$ cat config.mk
export PLATFORM = sky130hd
export DESIGN_NAME = afu_done_top
export DESIGN_NICKNAME = d
export VERILOG_FILES = /design/src/common/afu_pkg.sv /design/src/rtl/done_control/soft_reset_sequencer.sv /design/src/rtl/done_control/done_control.sv /design/src/rtl/compute_unit.sv /design/src/rtl/response_stats.sv /design/src/rtl/afu_done_top.sv
export VERILOG_INCLUDE_DIRS = /design/src /design/src/common
export SDC_FILE = /design/constraint.sdc
export NUM_CORES = 1
export LEC_CHECK = 0
export BUFFER_PORTS_ARGS = -buffer_cell sky130_fd_sc_hd__buf_2
export CAP_MARGIN = 20
export CELL_PAD_IN_SITES_DETAIL_PLACEMENT = 1
export CELL_PAD_IN_SITES_GLOBAL_PLACEMENT = 2
export CORE_MARGIN = 4
export CORE_UTILIZATION = 38
export DETAILED_ROUTE_END_ITERATION = 7
export PLACE_DENSITY_LB_ADDON = 0.1
export SLEW_MARGIN = 20
export SYNTH_ARGS = -nofsm -noshare
export SYNTH_HDL_FRONTEND = slang
export SYNTH_SLANG_ARGS = --single-unit
$ cat constraint.sdc
create_clock -name clock -period 12.2 [get_ports clock]
set_input_delay 0.61 -clock clock [delete_from_list [all_inputs] [get_ports clock]]
set_output_delay 0.61 -clock clock [all_outputs]
set_load 0.02 [all_outputs]
$ cat src/common/afu_macros.svh
/*
 * Widths and soft-reset timing for the job-completion path.
 * Include before any code that sizes ports or counters.
 */

`ifndef AFU_MACROS_SVH
`define AFU_MACROS_SVH

// Done word seen by the host, item count over checksum
`define AFU_WORD_W 64

// Response data and checksum width
`define AFU_DATA_W 32

// Each statistics counter
`define AFU_STAT_W 16

// Cycles soft_rstn is held low per soft reset
`define AFU_SOFT_RESET_CYCLES 4

`endif

$ cat src/common/afu_pkg.sv
/*
 * Shared types of the job-completion path: memory responses,
 * compute-unit result, response statistics and the done FSM states.
 * Modules import it inside their body and name types by scope in ports.
 */

`default_nettype none

`include "afu_macros.svh"

package afu_pkg;

	////////////////////////////////////////////////////////////
	// Memory responses
	////////////////////////////////////////////////////////////

	// Kind of a memory response, 2 bits
	typedef enum logic [1:0] {
		READ_OK    = 2'd0,
		WRITE_OK   = 2'd1,
		RESP_ERROR = 2'd2
	} resp_kind_t;

	// One response from the memory side, 34 bits
	typedef struct packed {
		resp_kind_t             kind;
		logic [`AFU_DATA_W-1:0] data;
	} mem_resp_t;

	////////////////////////////////////////////////////////////
	// Job result and statistics
	////////////////////////////////////////////////////////////

	// Result of one job, also the done word
	// Item count sits in the upper half
	typedef struct packed {
		logic [`AFU_WORD_W-`AFU_DATA_W-1:0] item_count;
		logic [`AFU_DATA_W-1:0]             checksum;
	} cu_return_t;

	// Accepted responses by kind, 48 bits
	typedef struct packed {
		logic [`AFU_STAT_W-1:0] read_count;
		logic [`AFU_STAT_W-1:0] write_count;
		logic [`AFU_STAT_W-1:0] error_count;
	} response_stats_t;

	////////////////////////////////////////////////////////////
	// Done controller
	////////////////////////////////////////////////////////////

	// Completion FSM states
	typedef enum logic [2:0] {
		DONE_RESET         = 3'd0,
		DONE_IDLE          = 3'd1,
		DONE_RESET_REQ     = 3'd2,
		DONE_RESET_PENDING = 3'd3,
		DONE_REPORT_REQ    = 3'd4,
		DONE_ACK_WAIT      = 3'd5
	} done_state_t;

endpackage

`default_nettype wire

$ cat src/rtl/done_control/soft_reset_sequencer.sv
/*
 * Stretches the one-cycle low reset request from the done controller
 * into a soft_rstn pulse of a fixed number of cycles.
 */

`default_nettype none

`include "afu_macros.svh"

module soft_reset_sequencer (
	input  logic clock,
	input  logic rstn,
	input  logic reset_done,
	output logic soft_rstn
);
	localparam int CNT_W = $clog2(`AFU_SOFT_RESET_CYCLES + 1);

	logic             reset_done_q;
	logic             start;
	logic [CNT_W-1:0] count;

	// Falling edge of the request
	always_ff @(posedge clock or negedge rstn) begin
		if (!rstn) begin
			reset_done_q <= 1'b1;
		end else begin
			reset_done_q <= reset_done;
		end
	end

	// Requests during a running pulse are dropped
	assign start = reset_done_q & ~reset_done & soft_rstn;

	////////////////////////////////////////////////////////////
	// Pulse counter
	////////////////////////////////////////////////////////////

	always_ff @(posedge clock or negedge rstn) begin
		if (!rstn) begin
			soft_rstn <= 1'b1;
			count     <= '0;
		end else if (start) begin
			soft_rstn <= 1'b0;
			count     <= CNT_W'(`AFU_SOFT_RESET_CYCLES - 1);
		end else if (!soft_rstn) begin
			// Release on the last counted cycle
			if (count == '0)
				soft_rstn <= 1'b1;
			else
				count <= count - 1'b1;
		end
	end

endmodule

`default_nettype wire

$ cat src/rtl/done_control/done_control.sv
/*
 * Completion FSM of the accelerator. Latches the job result and the
 * statistics, requests a soft reset, waits for it to finish and then
 * offers the report to the host over a four-phase req/ack port.
 */

`default_nettype none

module done_control (
	input  logic                     clock,
	input  logic                     rstn,
	input  logic                     soft_rstn,
	input  logic                     enabled_in,
	input  afu_pkg::cu_return_t      cu_return,
	input  afu_pkg::response_stats_t response_statistics,
	input  logic                     cu_done,
	input  logic                     done_ack,
	output logic                     reset_done,
	output logic                     done_req,
	output afu_pkg::cu_return_t      done_word,
	output afu_pkg::response_stats_t done_stats
);
	import afu_pkg::*;

	done_state_t     current_state;
	done_state_t     next_state;
	logic            enabled;
	logic [1:0]      soft_rstn_sync;
	logic            soft_rstn_prev;
	logic            soft_rstn_rise;
	logic            soft_reset_seen;
	logic            start_reset;
	logic            start_report;
	logic            end_report;
	cu_return_t      word_latched;
	response_stats_t stats_latched;

	////////////////////////////////////////////////////////////
	// Soft reset completion
	////////////////////////////////////////////////////////////

	// Two-stage sync, idle value is high
	always_ff @(posedge clock or negedge rstn) begin
		if (!rstn) begin
			soft_rstn_sync <= 2'b11;
			soft_rstn_prev <= 1'b1;
		end else begin
			soft_rstn_sync <= {soft_rstn_sync[0], soft_rstn};
			soft_rstn_prev <= soft_rstn_sync[1];
		end
	end

	assign soft_rstn_rise = soft_rstn_sync[1] & ~soft_rstn_prev;

	// Sticky, so a rise during a disabled stretch is not lost
	always_ff @(posedge clock or negedge rstn) begin
		if (!rstn) begin
			soft_reset_seen <= 1'b0;
		end else if (start_reset) begin
			soft_reset_seen <= 1'b0;
		end else if (soft_rstn_rise) begin
			soft_reset_seen <= 1'b1;
		end
	end

	// Registered enable
	always_ff @(posedge clock or negedge rstn) begin
		if (!rstn) begin
			enabled <= 1'b0;
		end else begin
			enabled <= enabled_in;
		end
	end

	////////////////////////////////////////////////////////////
	// State machine
	////////////////////////////////////////////////////////////

	always_ff @(posedge clock or negedge rstn) begin
		if (!rstn) begin
			current_state <= DONE_RESET;
		end else if (enabled) begin
			current_state <= next_state;
		end
	end

	always_comb begin
		next_state = current_state;
		case (current_state)
			DONE_RESET: next_state = DONE_IDLE;
			// cu_done is a level, a job finished earlier waits here
			DONE_IDLE: begin
				if (cu_done)
					next_state = DONE_RESET_REQ;
			end
			DONE_RESET_REQ: next_state = DONE_RESET_PENDING;
			DONE_RESET_PENDING: begin
				if (soft_reset_seen || soft_rstn_rise)
					next_state = DONE_REPORT_REQ;
			end
			DONE_REPORT_REQ: begin
				if (done_ack)
					next_state = DONE_ACK_WAIT;
			end
			// Four-phase, wait for ack to drop
			DONE_ACK_WAIT: begin
				if (!done_ack)
					next_state = DONE_IDLE;
			end
			default: next_state = DONE_RESET;
		endcase
	end

	// Transition strobes, only while enabled
	assign start_reset  = enabled && (current_state == DONE_IDLE) && cu_done;
	assign start_report = enabled && (current_state == DONE_RESET_PENDING) &&
		(next_state == DONE_REPORT_REQ);
	assign end_report   = enabled && (current_state == DONE_REPORT_REQ) && done_ack;

	////////////////////////////////////////////////////////////
	// Report latch and outputs
	////////////////////////////////////////////////////////////

	// Tracks the result while idle, frozen once the job is taken
	always_ff @(posedge clock) begin
		if (current_state == DONE_IDLE) begin
			word_latched  <= cu_return;
			stats_latched <= response_statistics;
		end
	end

	always_ff @(posedge clock or negedge rstn) begin
		if (!rstn) begin
			reset_done <= 1'b1;
			done_req   <= 1'b0;
			done_word  <= '0;
			done_stats <= '0;
		end else begin
			// One-cycle low pulse, lines up with DONE_RESET_REQ
			reset_done <= ~start_reset;
			if (start_report) begin
				done_req   <= 1'b1;
				done_word  <= word_latched;
				done_stats <= stats_latched;
			end else if (end_report) begin
				done_req   <= 1'b0;
				done_word  <= '0;
				done_stats <= '0;
			end
		end
	end

endmodule

`default_nettype wire

$ cat src/rtl/compute_unit.sv
/*
 * Job engine. Takes memory responses over a four-phase req/ack port,
 * counts them toward job_size, sums non-error data into a checksum and
 * raises cu_done. Cleared by soft reset before the next job.
 */

`default_nettype none

`include "afu_macros.svh"

module compute_unit (
	input  logic                   clock,
	input  logic                   rstn,
	input  logic                   soft_rstn,
	input  logic [`AFU_DATA_W-1:0] job_size,
	input  logic                   resp_req,
	input  afu_pkg::mem_resp_t     resp,
	output logic                   resp_ack,
	output logic                   accept_valid,
	output afu_pkg::mem_resp_t     accept_resp,
	output afu_pkg::cu_return_t    cu_return,
	output logic                   cu_done
);
	import afu_pkg::*;

	logic [`AFU_DATA_W-1:0] item_count_next;

	////////////////////////////////////////////////////////////
	// Response handshake
	////////////////////////////////////////////////////////////

	// New request seen, job still open and not being cleared
	assign accept_valid = resp_req & ~resp_ack & ~cu_done & soft_rstn;
	assign accept_resp  = resp;

	// Ack follows req one cycle later in both directions
	always_ff @(posedge clock or negedge rstn) begin
		if (!rstn) begin
			resp_ack <= 1'b0;
		end else if (accept_valid) begin
			resp_ack <= 1'b1;
		end else if (!resp_req) begin
			resp_ack <= 1'b0;
		end
	end

	////////////////////////////////////////////////////////////
	// Count and checksum
	////////////////////////////////////////////////////////////

	assign item_count_next = cu_return.item_count + 1'b1;

	always_ff @(posedge clock or negedge rstn) begin
		if (!rstn) begin
			cu_return <= '0;
			cu_done   <= 1'b0;
		end else if (!soft_rstn) begin
			cu_return <= '0;
			cu_done   <= 1'b0;
		end else if (accept_valid) begin
			cu_return.item_count <= item_count_next;
			// Error data stays out of the sum, wraps mod 2^32
			if (resp.kind != RESP_ERROR)
				cu_return.checksum <= cu_return.checksum + resp.data;
			// Level, held until soft reset
			if (item_count_next == job_size)
				cu_done <= 1'b1;
		end
	end

endmodule

`default_nettype wire

$ cat src/rtl/response_stats.sv
/*
 * Per-kind counters of accepted memory responses. Counters saturate
 * and are cleared by soft reset between jobs.
 */

`default_nettype none

`include "afu_macros.svh"

module response_stats (
	input  logic                     clock,
	input  logic                     rstn,
	input  logic                     soft_rstn,
	input  logic                     accept_valid,
	input  afu_pkg::mem_resp_t       accept_resp,
	output afu_pkg::response_stats_t stats
);
	import afu_pkg::*;

	logic [`AFU_STAT_W-1:0] read_next;
	logic [`AFU_STAT_W-1:0] write_next;
	logic [`AFU_STAT_W-1:0] error_next;

	// Increment that holds at all ones
	function automatic logic [`AFU_STAT_W-1:0] sat_inc(input logic [`AFU_STAT_W-1:0] count);
		return (count == '1) ? count : count + 1'b1;
	endfunction

	assign read_next  = sat_inc(stats.read_count);
	assign write_next = sat_inc(stats.write_count);
	assign error_next = sat_inc(stats.error_count);

	////////////////////////////////////////////////////////////
	// Counters
	////////////////////////////////////////////////////////////

	always_ff @(posedge clock or negedge rstn) begin
		if (!rstn) begin
			stats <= '0;
		end else if (!soft_rstn) begin
			stats <= '0;
		end else if (accept_valid) begin
			case (accept_resp.kind)
				READ_OK:    stats.read_count  <= read_next;
				WRITE_OK:   stats.write_count <= write_next;
				RESP_ERROR: stats.error_count <= error_next;
				// Unused encoding is not counted
				default: begin
					stats <= stats;
				end
			endcase
		end
	end

endmodule

`default_nettype wire

$ cat src/rtl/afu_done_top.sv
/*
 * Top of the job-completion path. Memory responses come in on one
 * four-phase port, the job report leaves on another. Soft reset
 * stays internal.
 */

`default_nettype none

`include "afu_macros.svh"

module afu_done_top (
	input  logic                     clock,
	input  logic                     rstn,
	input  logic                     enabled_in,
	input  logic [`AFU_DATA_W-1:0]   job_size,
	input  logic                     resp_req,
	input  afu_pkg::mem_resp_t       resp,
	input  logic                     done_ack,
	output logic                     resp_ack,
	output logic                     done_req,
	output afu_pkg::cu_return_t      done_word,
	output afu_pkg::response_stats_t done_stats
);
	import afu_pkg::*;

	logic            accept_valid;
	mem_resp_t       accept_resp;
	cu_return_t      cu_return;
	logic            cu_done;
	response_stats_t stats;
	logic            reset_done;
	logic            soft_rstn;

	////////////////////////////////////////////////////////////
	// Datapath
	////////////////////////////////////////////////////////////

	compute_unit u_compute_unit (
		.clock        (clock),
		.rstn         (rstn),
		.soft_rstn    (soft_rstn),
		.job_size     (job_size),
		.resp_req     (resp_req),
		.resp         (resp),
		.resp_ack     (resp_ack),
		.accept_valid (accept_valid),
		.accept_resp  (accept_resp),
		.cu_return    (cu_return),
		.cu_done      (cu_done)
	);

	response_stats u_response_stats (
		.clock        (clock),
		.rstn         (rstn),
		.soft_rstn    (soft_rstn),
		.accept_valid (accept_valid),
		.accept_resp  (accept_resp),
		.stats        (stats)
	);

	////////////////////////////////////////////////////////////
	// Completion and soft reset
	////////////////////////////////////////////////////////////

	done_control u_done_control (
		.clock               (clock),
		.rstn                (rstn),
		.soft_rstn           (soft_rstn),
		.enabled_in          (enabled_in),
		.cu_return           (cu_return),
		.response_statistics (stats),
		.cu_done             (cu_done),
		.done_ack            (done_ack),
		.reset_done          (reset_done),
		.done_req            (done_req),
		.done_word           (done_word),
		.done_stats          (done_stats)
	);

	soft_reset_sequencer u_soft_reset_sequencer (
		.clock      (clock),
		.rstn       (rstn),
		.reset_done (reset_done),
		.soft_rstn  (soft_rstn)
	);

endmodule

`default_nettype wire

==> impl_metrics.json <==
{
  "num_rows": 75,
  "fillers": 4680,
  "detail_route.wl_per_cell_um": 18.66,
  "grt_setup_unrepaired": "no",
  "placed_area_um2": 17530,
  "holdBufCountCts": 0,
  "startpoint_type": "flop",
  "endpoint_kind": "flop",
  "critPathSlowestCell": "or4_1",
  "nets": 1837,
  "rr_worst_depth": 9,
  "setup_violations": 0,
  "cts_tree": "yes",
  "clk_latency_ns": 0.56,
  "initialDrtViolationCount": 491,
  "cts_setup_buffers": 0,
  "die_y_um": 213.7,
  "ant_nets": 0,
  "grt-ovfl-total": 0,
  "htreeDepth": 2,
  "max_cap_viol_count": 0,
  "power_density_nw_per_um2": 195.4,
  "drt_pass1_iterations": 7,
  "initial_core_util": 0.3841,
  "fin_crit_sh": 0.2772,
  "place_ws_ns": 8.574,
  "synth_ff_type": "dfrtp_1",
  "core_um2": 41850,
  "leakage_nw": 8.168,
  "ctsResizeCount": 0,
  "crit_path_max_fanout": 5,
  "final_cell_area_um2": 18730,
  "dieWidth_um": 213.7,
  "fin_crit_ns": 3.382,
  "synth_edf_count": 112,
  "ios": 185,
  "cts_sinks": 353,
  "fin_ws_ns": 8.818,
  "die-area_um2": 45660,
  "viasPerCell": 5.206,
  "synth_seq_area_share": 0.5848,
  "drive_above_1_share": 0.1513,
  "relSlewSlack": 0.3027,
  "area_growth_pct": 16.48,
  "path_cells": "ha_1 > a211oi_1 > o21ai_0 > a211o_1 > a2111o_1 > a311oi_1 > nor2_1 > nor4b_1 > or4_1",
  "grt_first_pass_wirelength_um": 68670,
  "fin_skew_ns": 0.02406,
  "yosysWarningCount": 0,
  "worst_pin_slew_ns": 1.046,
  "vias": 11960,
  "cpPeakStageDelay_ns": 0.53,
  "portBuffers": 184,
  "hold_viol": 0,
  "drt_wl_total_um": 42870,
  "clock_path_buffers": 3,
  "grt.total_usage": 0.1892,
  "numCtsBuffers": 40,
  "synth_cell_types": 64,
  "fmax_mhz": 295.7,
  "dp.cells": 2225,
  "layout_commonest_cell": "nand2_1",
  "insertedDiodeCount": 0,
  "total_power_mw": 3.658,
  "fin_util": 0.4474,
  "timing.hold.ws_ns": 0.08928,
  "worstPathRequired_ns": 12.61,
  "hpwl_um": 28530,
  "syn_inst": 1559,
  "grt_max_degree": 91,
  "clk_pin_slew_ns": 0.06,
  "grt_pass1_vias": 12430,
  "crit_arrival_ns": 3.79,
  "cts_root_buf": "clkbuf_16",
  "criticalPathCategory": "reg2reg",
  "syn_nets": 1668,
  "antenna_found_initial": 2,
  "reg2reg_to": "u_compute_unit.cu_return[29]",
  "layoutNonFillerInstCount": 2297,
  "final_cell_mix": "315 x nand2_1, 235 x dfrtp_1, 183 x buf_2",
  "hold_path.class": "in2async",
  "place_congestion": 0.8375,
  "rrSetupSlack_ns": 8.82,
  "drc": 0,
  "setup-tns-final_ns": 0,
  "syn_avg_cell_area_um2": 10.31,
  "vdd_drop_max_mv": 0.1026,
  "slew_viol_final": 0,
  "status": "completed",
  "r2r-start": "u_compute_unit.cu_return[1]",
  "async_flop_share": 0.6827,
  "synth_area_um2": 16080,
  "synth-seq-cells": 353
}
final cells by class:
| type | instances | area [um^2] | area share |
|---|---|---|---|
| Inverter | 29 | 110.1 | 0.005880 |
| Clock buffer | 60 | 1096 | 0.05853 |
| Clock inverter | 12 | 101.3 | 0.005412 |
| Tap cell | 539 | 674.4 | 0.03601 |
| Sequential cell | 353 | 9402 | 0.5020 |
| Timing Repair Buffer | 199 | 1044 | 0.05572 |
| Multi-Input combinational cell | 1105 | 6300 | 0.3364 |
cells in the mapped netlist, types with 9 or more instances:
master      n  area share
dfrtp_1   235        0.37
a211oi_1    9      0.0042
buf_1      10      0.0023
nor2_1    114       0.027
and3_1     17      0.0066
nand3_1   151       0.047
a21o_1     11      0.0051
edfxtp_1  112        0.21
o21ai_0    53       0.016
and2_1     15      0.0058
nand4_1    30       0.012
or3_1      19      0.0074
clkbuf_1   55       0.013
inv_1      28      0.0065
ha_1       37       0.029
xnor2_1    73       0.040
mux2i_1     9      0.0056
nand2_1   315       0.074
nor3_1     21      0.0065
o31ai_1     9      0.0042
xor2_1     46       0.025
and4_1     11      0.0060
a21oi_1    65       0.020
how the worst max path moves through the flow:
stage,start,to,slack (ns),cells after the start
5_1_grt,u_compute_unit.cu_return[1],u_compute_unit.cu_return[29],8.77,9
2_1_floorplan,u_done_control.current_state[0],u_done_control.stats_latched[0],3.28,3
3_3_place_gp,resp[8],u_compute_unit.cu_return[29],8.64,10
4_1_cts,u_compute_unit.cu_return[1],u_compute_unit.cu_return[29],8.88,9
3_5_place_dp,resp[1],u_compute_unit.cu_return[29],8.57,10
6_report,u_compute_unit.cu_return[1],u_compute_unit.cu_return[29],8.82,9
layer usage:
layer  GRT usage  part of all wire  wire length, um
met1      0.2600              0.47            20120
met2      0.3129              0.47            20310
met3     0.03189             0.035             1510
met4     0.05297             0.021              903
met5           0           0.00049               21
registers in the layout (all words and copies together) (netlist names):
name and count:
u_done_control.enabled 1, u_done_control.done_word 64, u_done_control.soft_reset_seen 1, u_done_control.stats_latched 48
u_compute_unit.cu_done 1, u_compute_unit.resp_ack 1, u_done_control.current_state 3, u_done_control.done_stats 48
u_done_control.reset_done 1, u_soft_reset_sequencer.count 3, u_soft_reset_sequencer.soft_rstn 1, u_compute_unit.cu_return 64
u_done_control.word_latched 64, u_response_stats.stats 48, u_done_control.soft_rstn_sync 2, u_done_control.soft_rstn_prev 1
u_done_control.done_req 1, u_soft_reset_sequencer.reset_done_q 1
power by group:
part	leakage [nW]	switching, mW	total (mW)	internal, mW
Combinational	3.52	0.537	0.894	0.357
Sequential	4.07	0.160	1.64	1.48
Clock	0.576	0.482	1.13	0.644
worst max-delay path, delay by kind of cell, from the launching register on:
family / cells / cell delay, ns
AOI/OAI and AO/OA: 5 / 1.76
and+or+nand+nor: 3 / 0.78
DFF: 1 / 0.42
adders and majority gates: 1 / 0.30
cell families (layout without fill, tap and decap cells):
group | after synthesis | after routing | synth area share
AND/OR/NAND/NOR | 737 | 737 | 0.2108
flip-flops | 353 | 353 | 0.5848
AO/OA/AOI/OAI | 201 | 201 | 0.07907
XOR/XNOR | 119 | 119 | 0.06483
buffers and inverters | 101 | 300 | 0.02413
adder cells (fa/ha/maj) | 38 | 38 | 0.03004
multiplexers | 10 | 10 | 0.006304
Power figures use the tool's default switching activity.
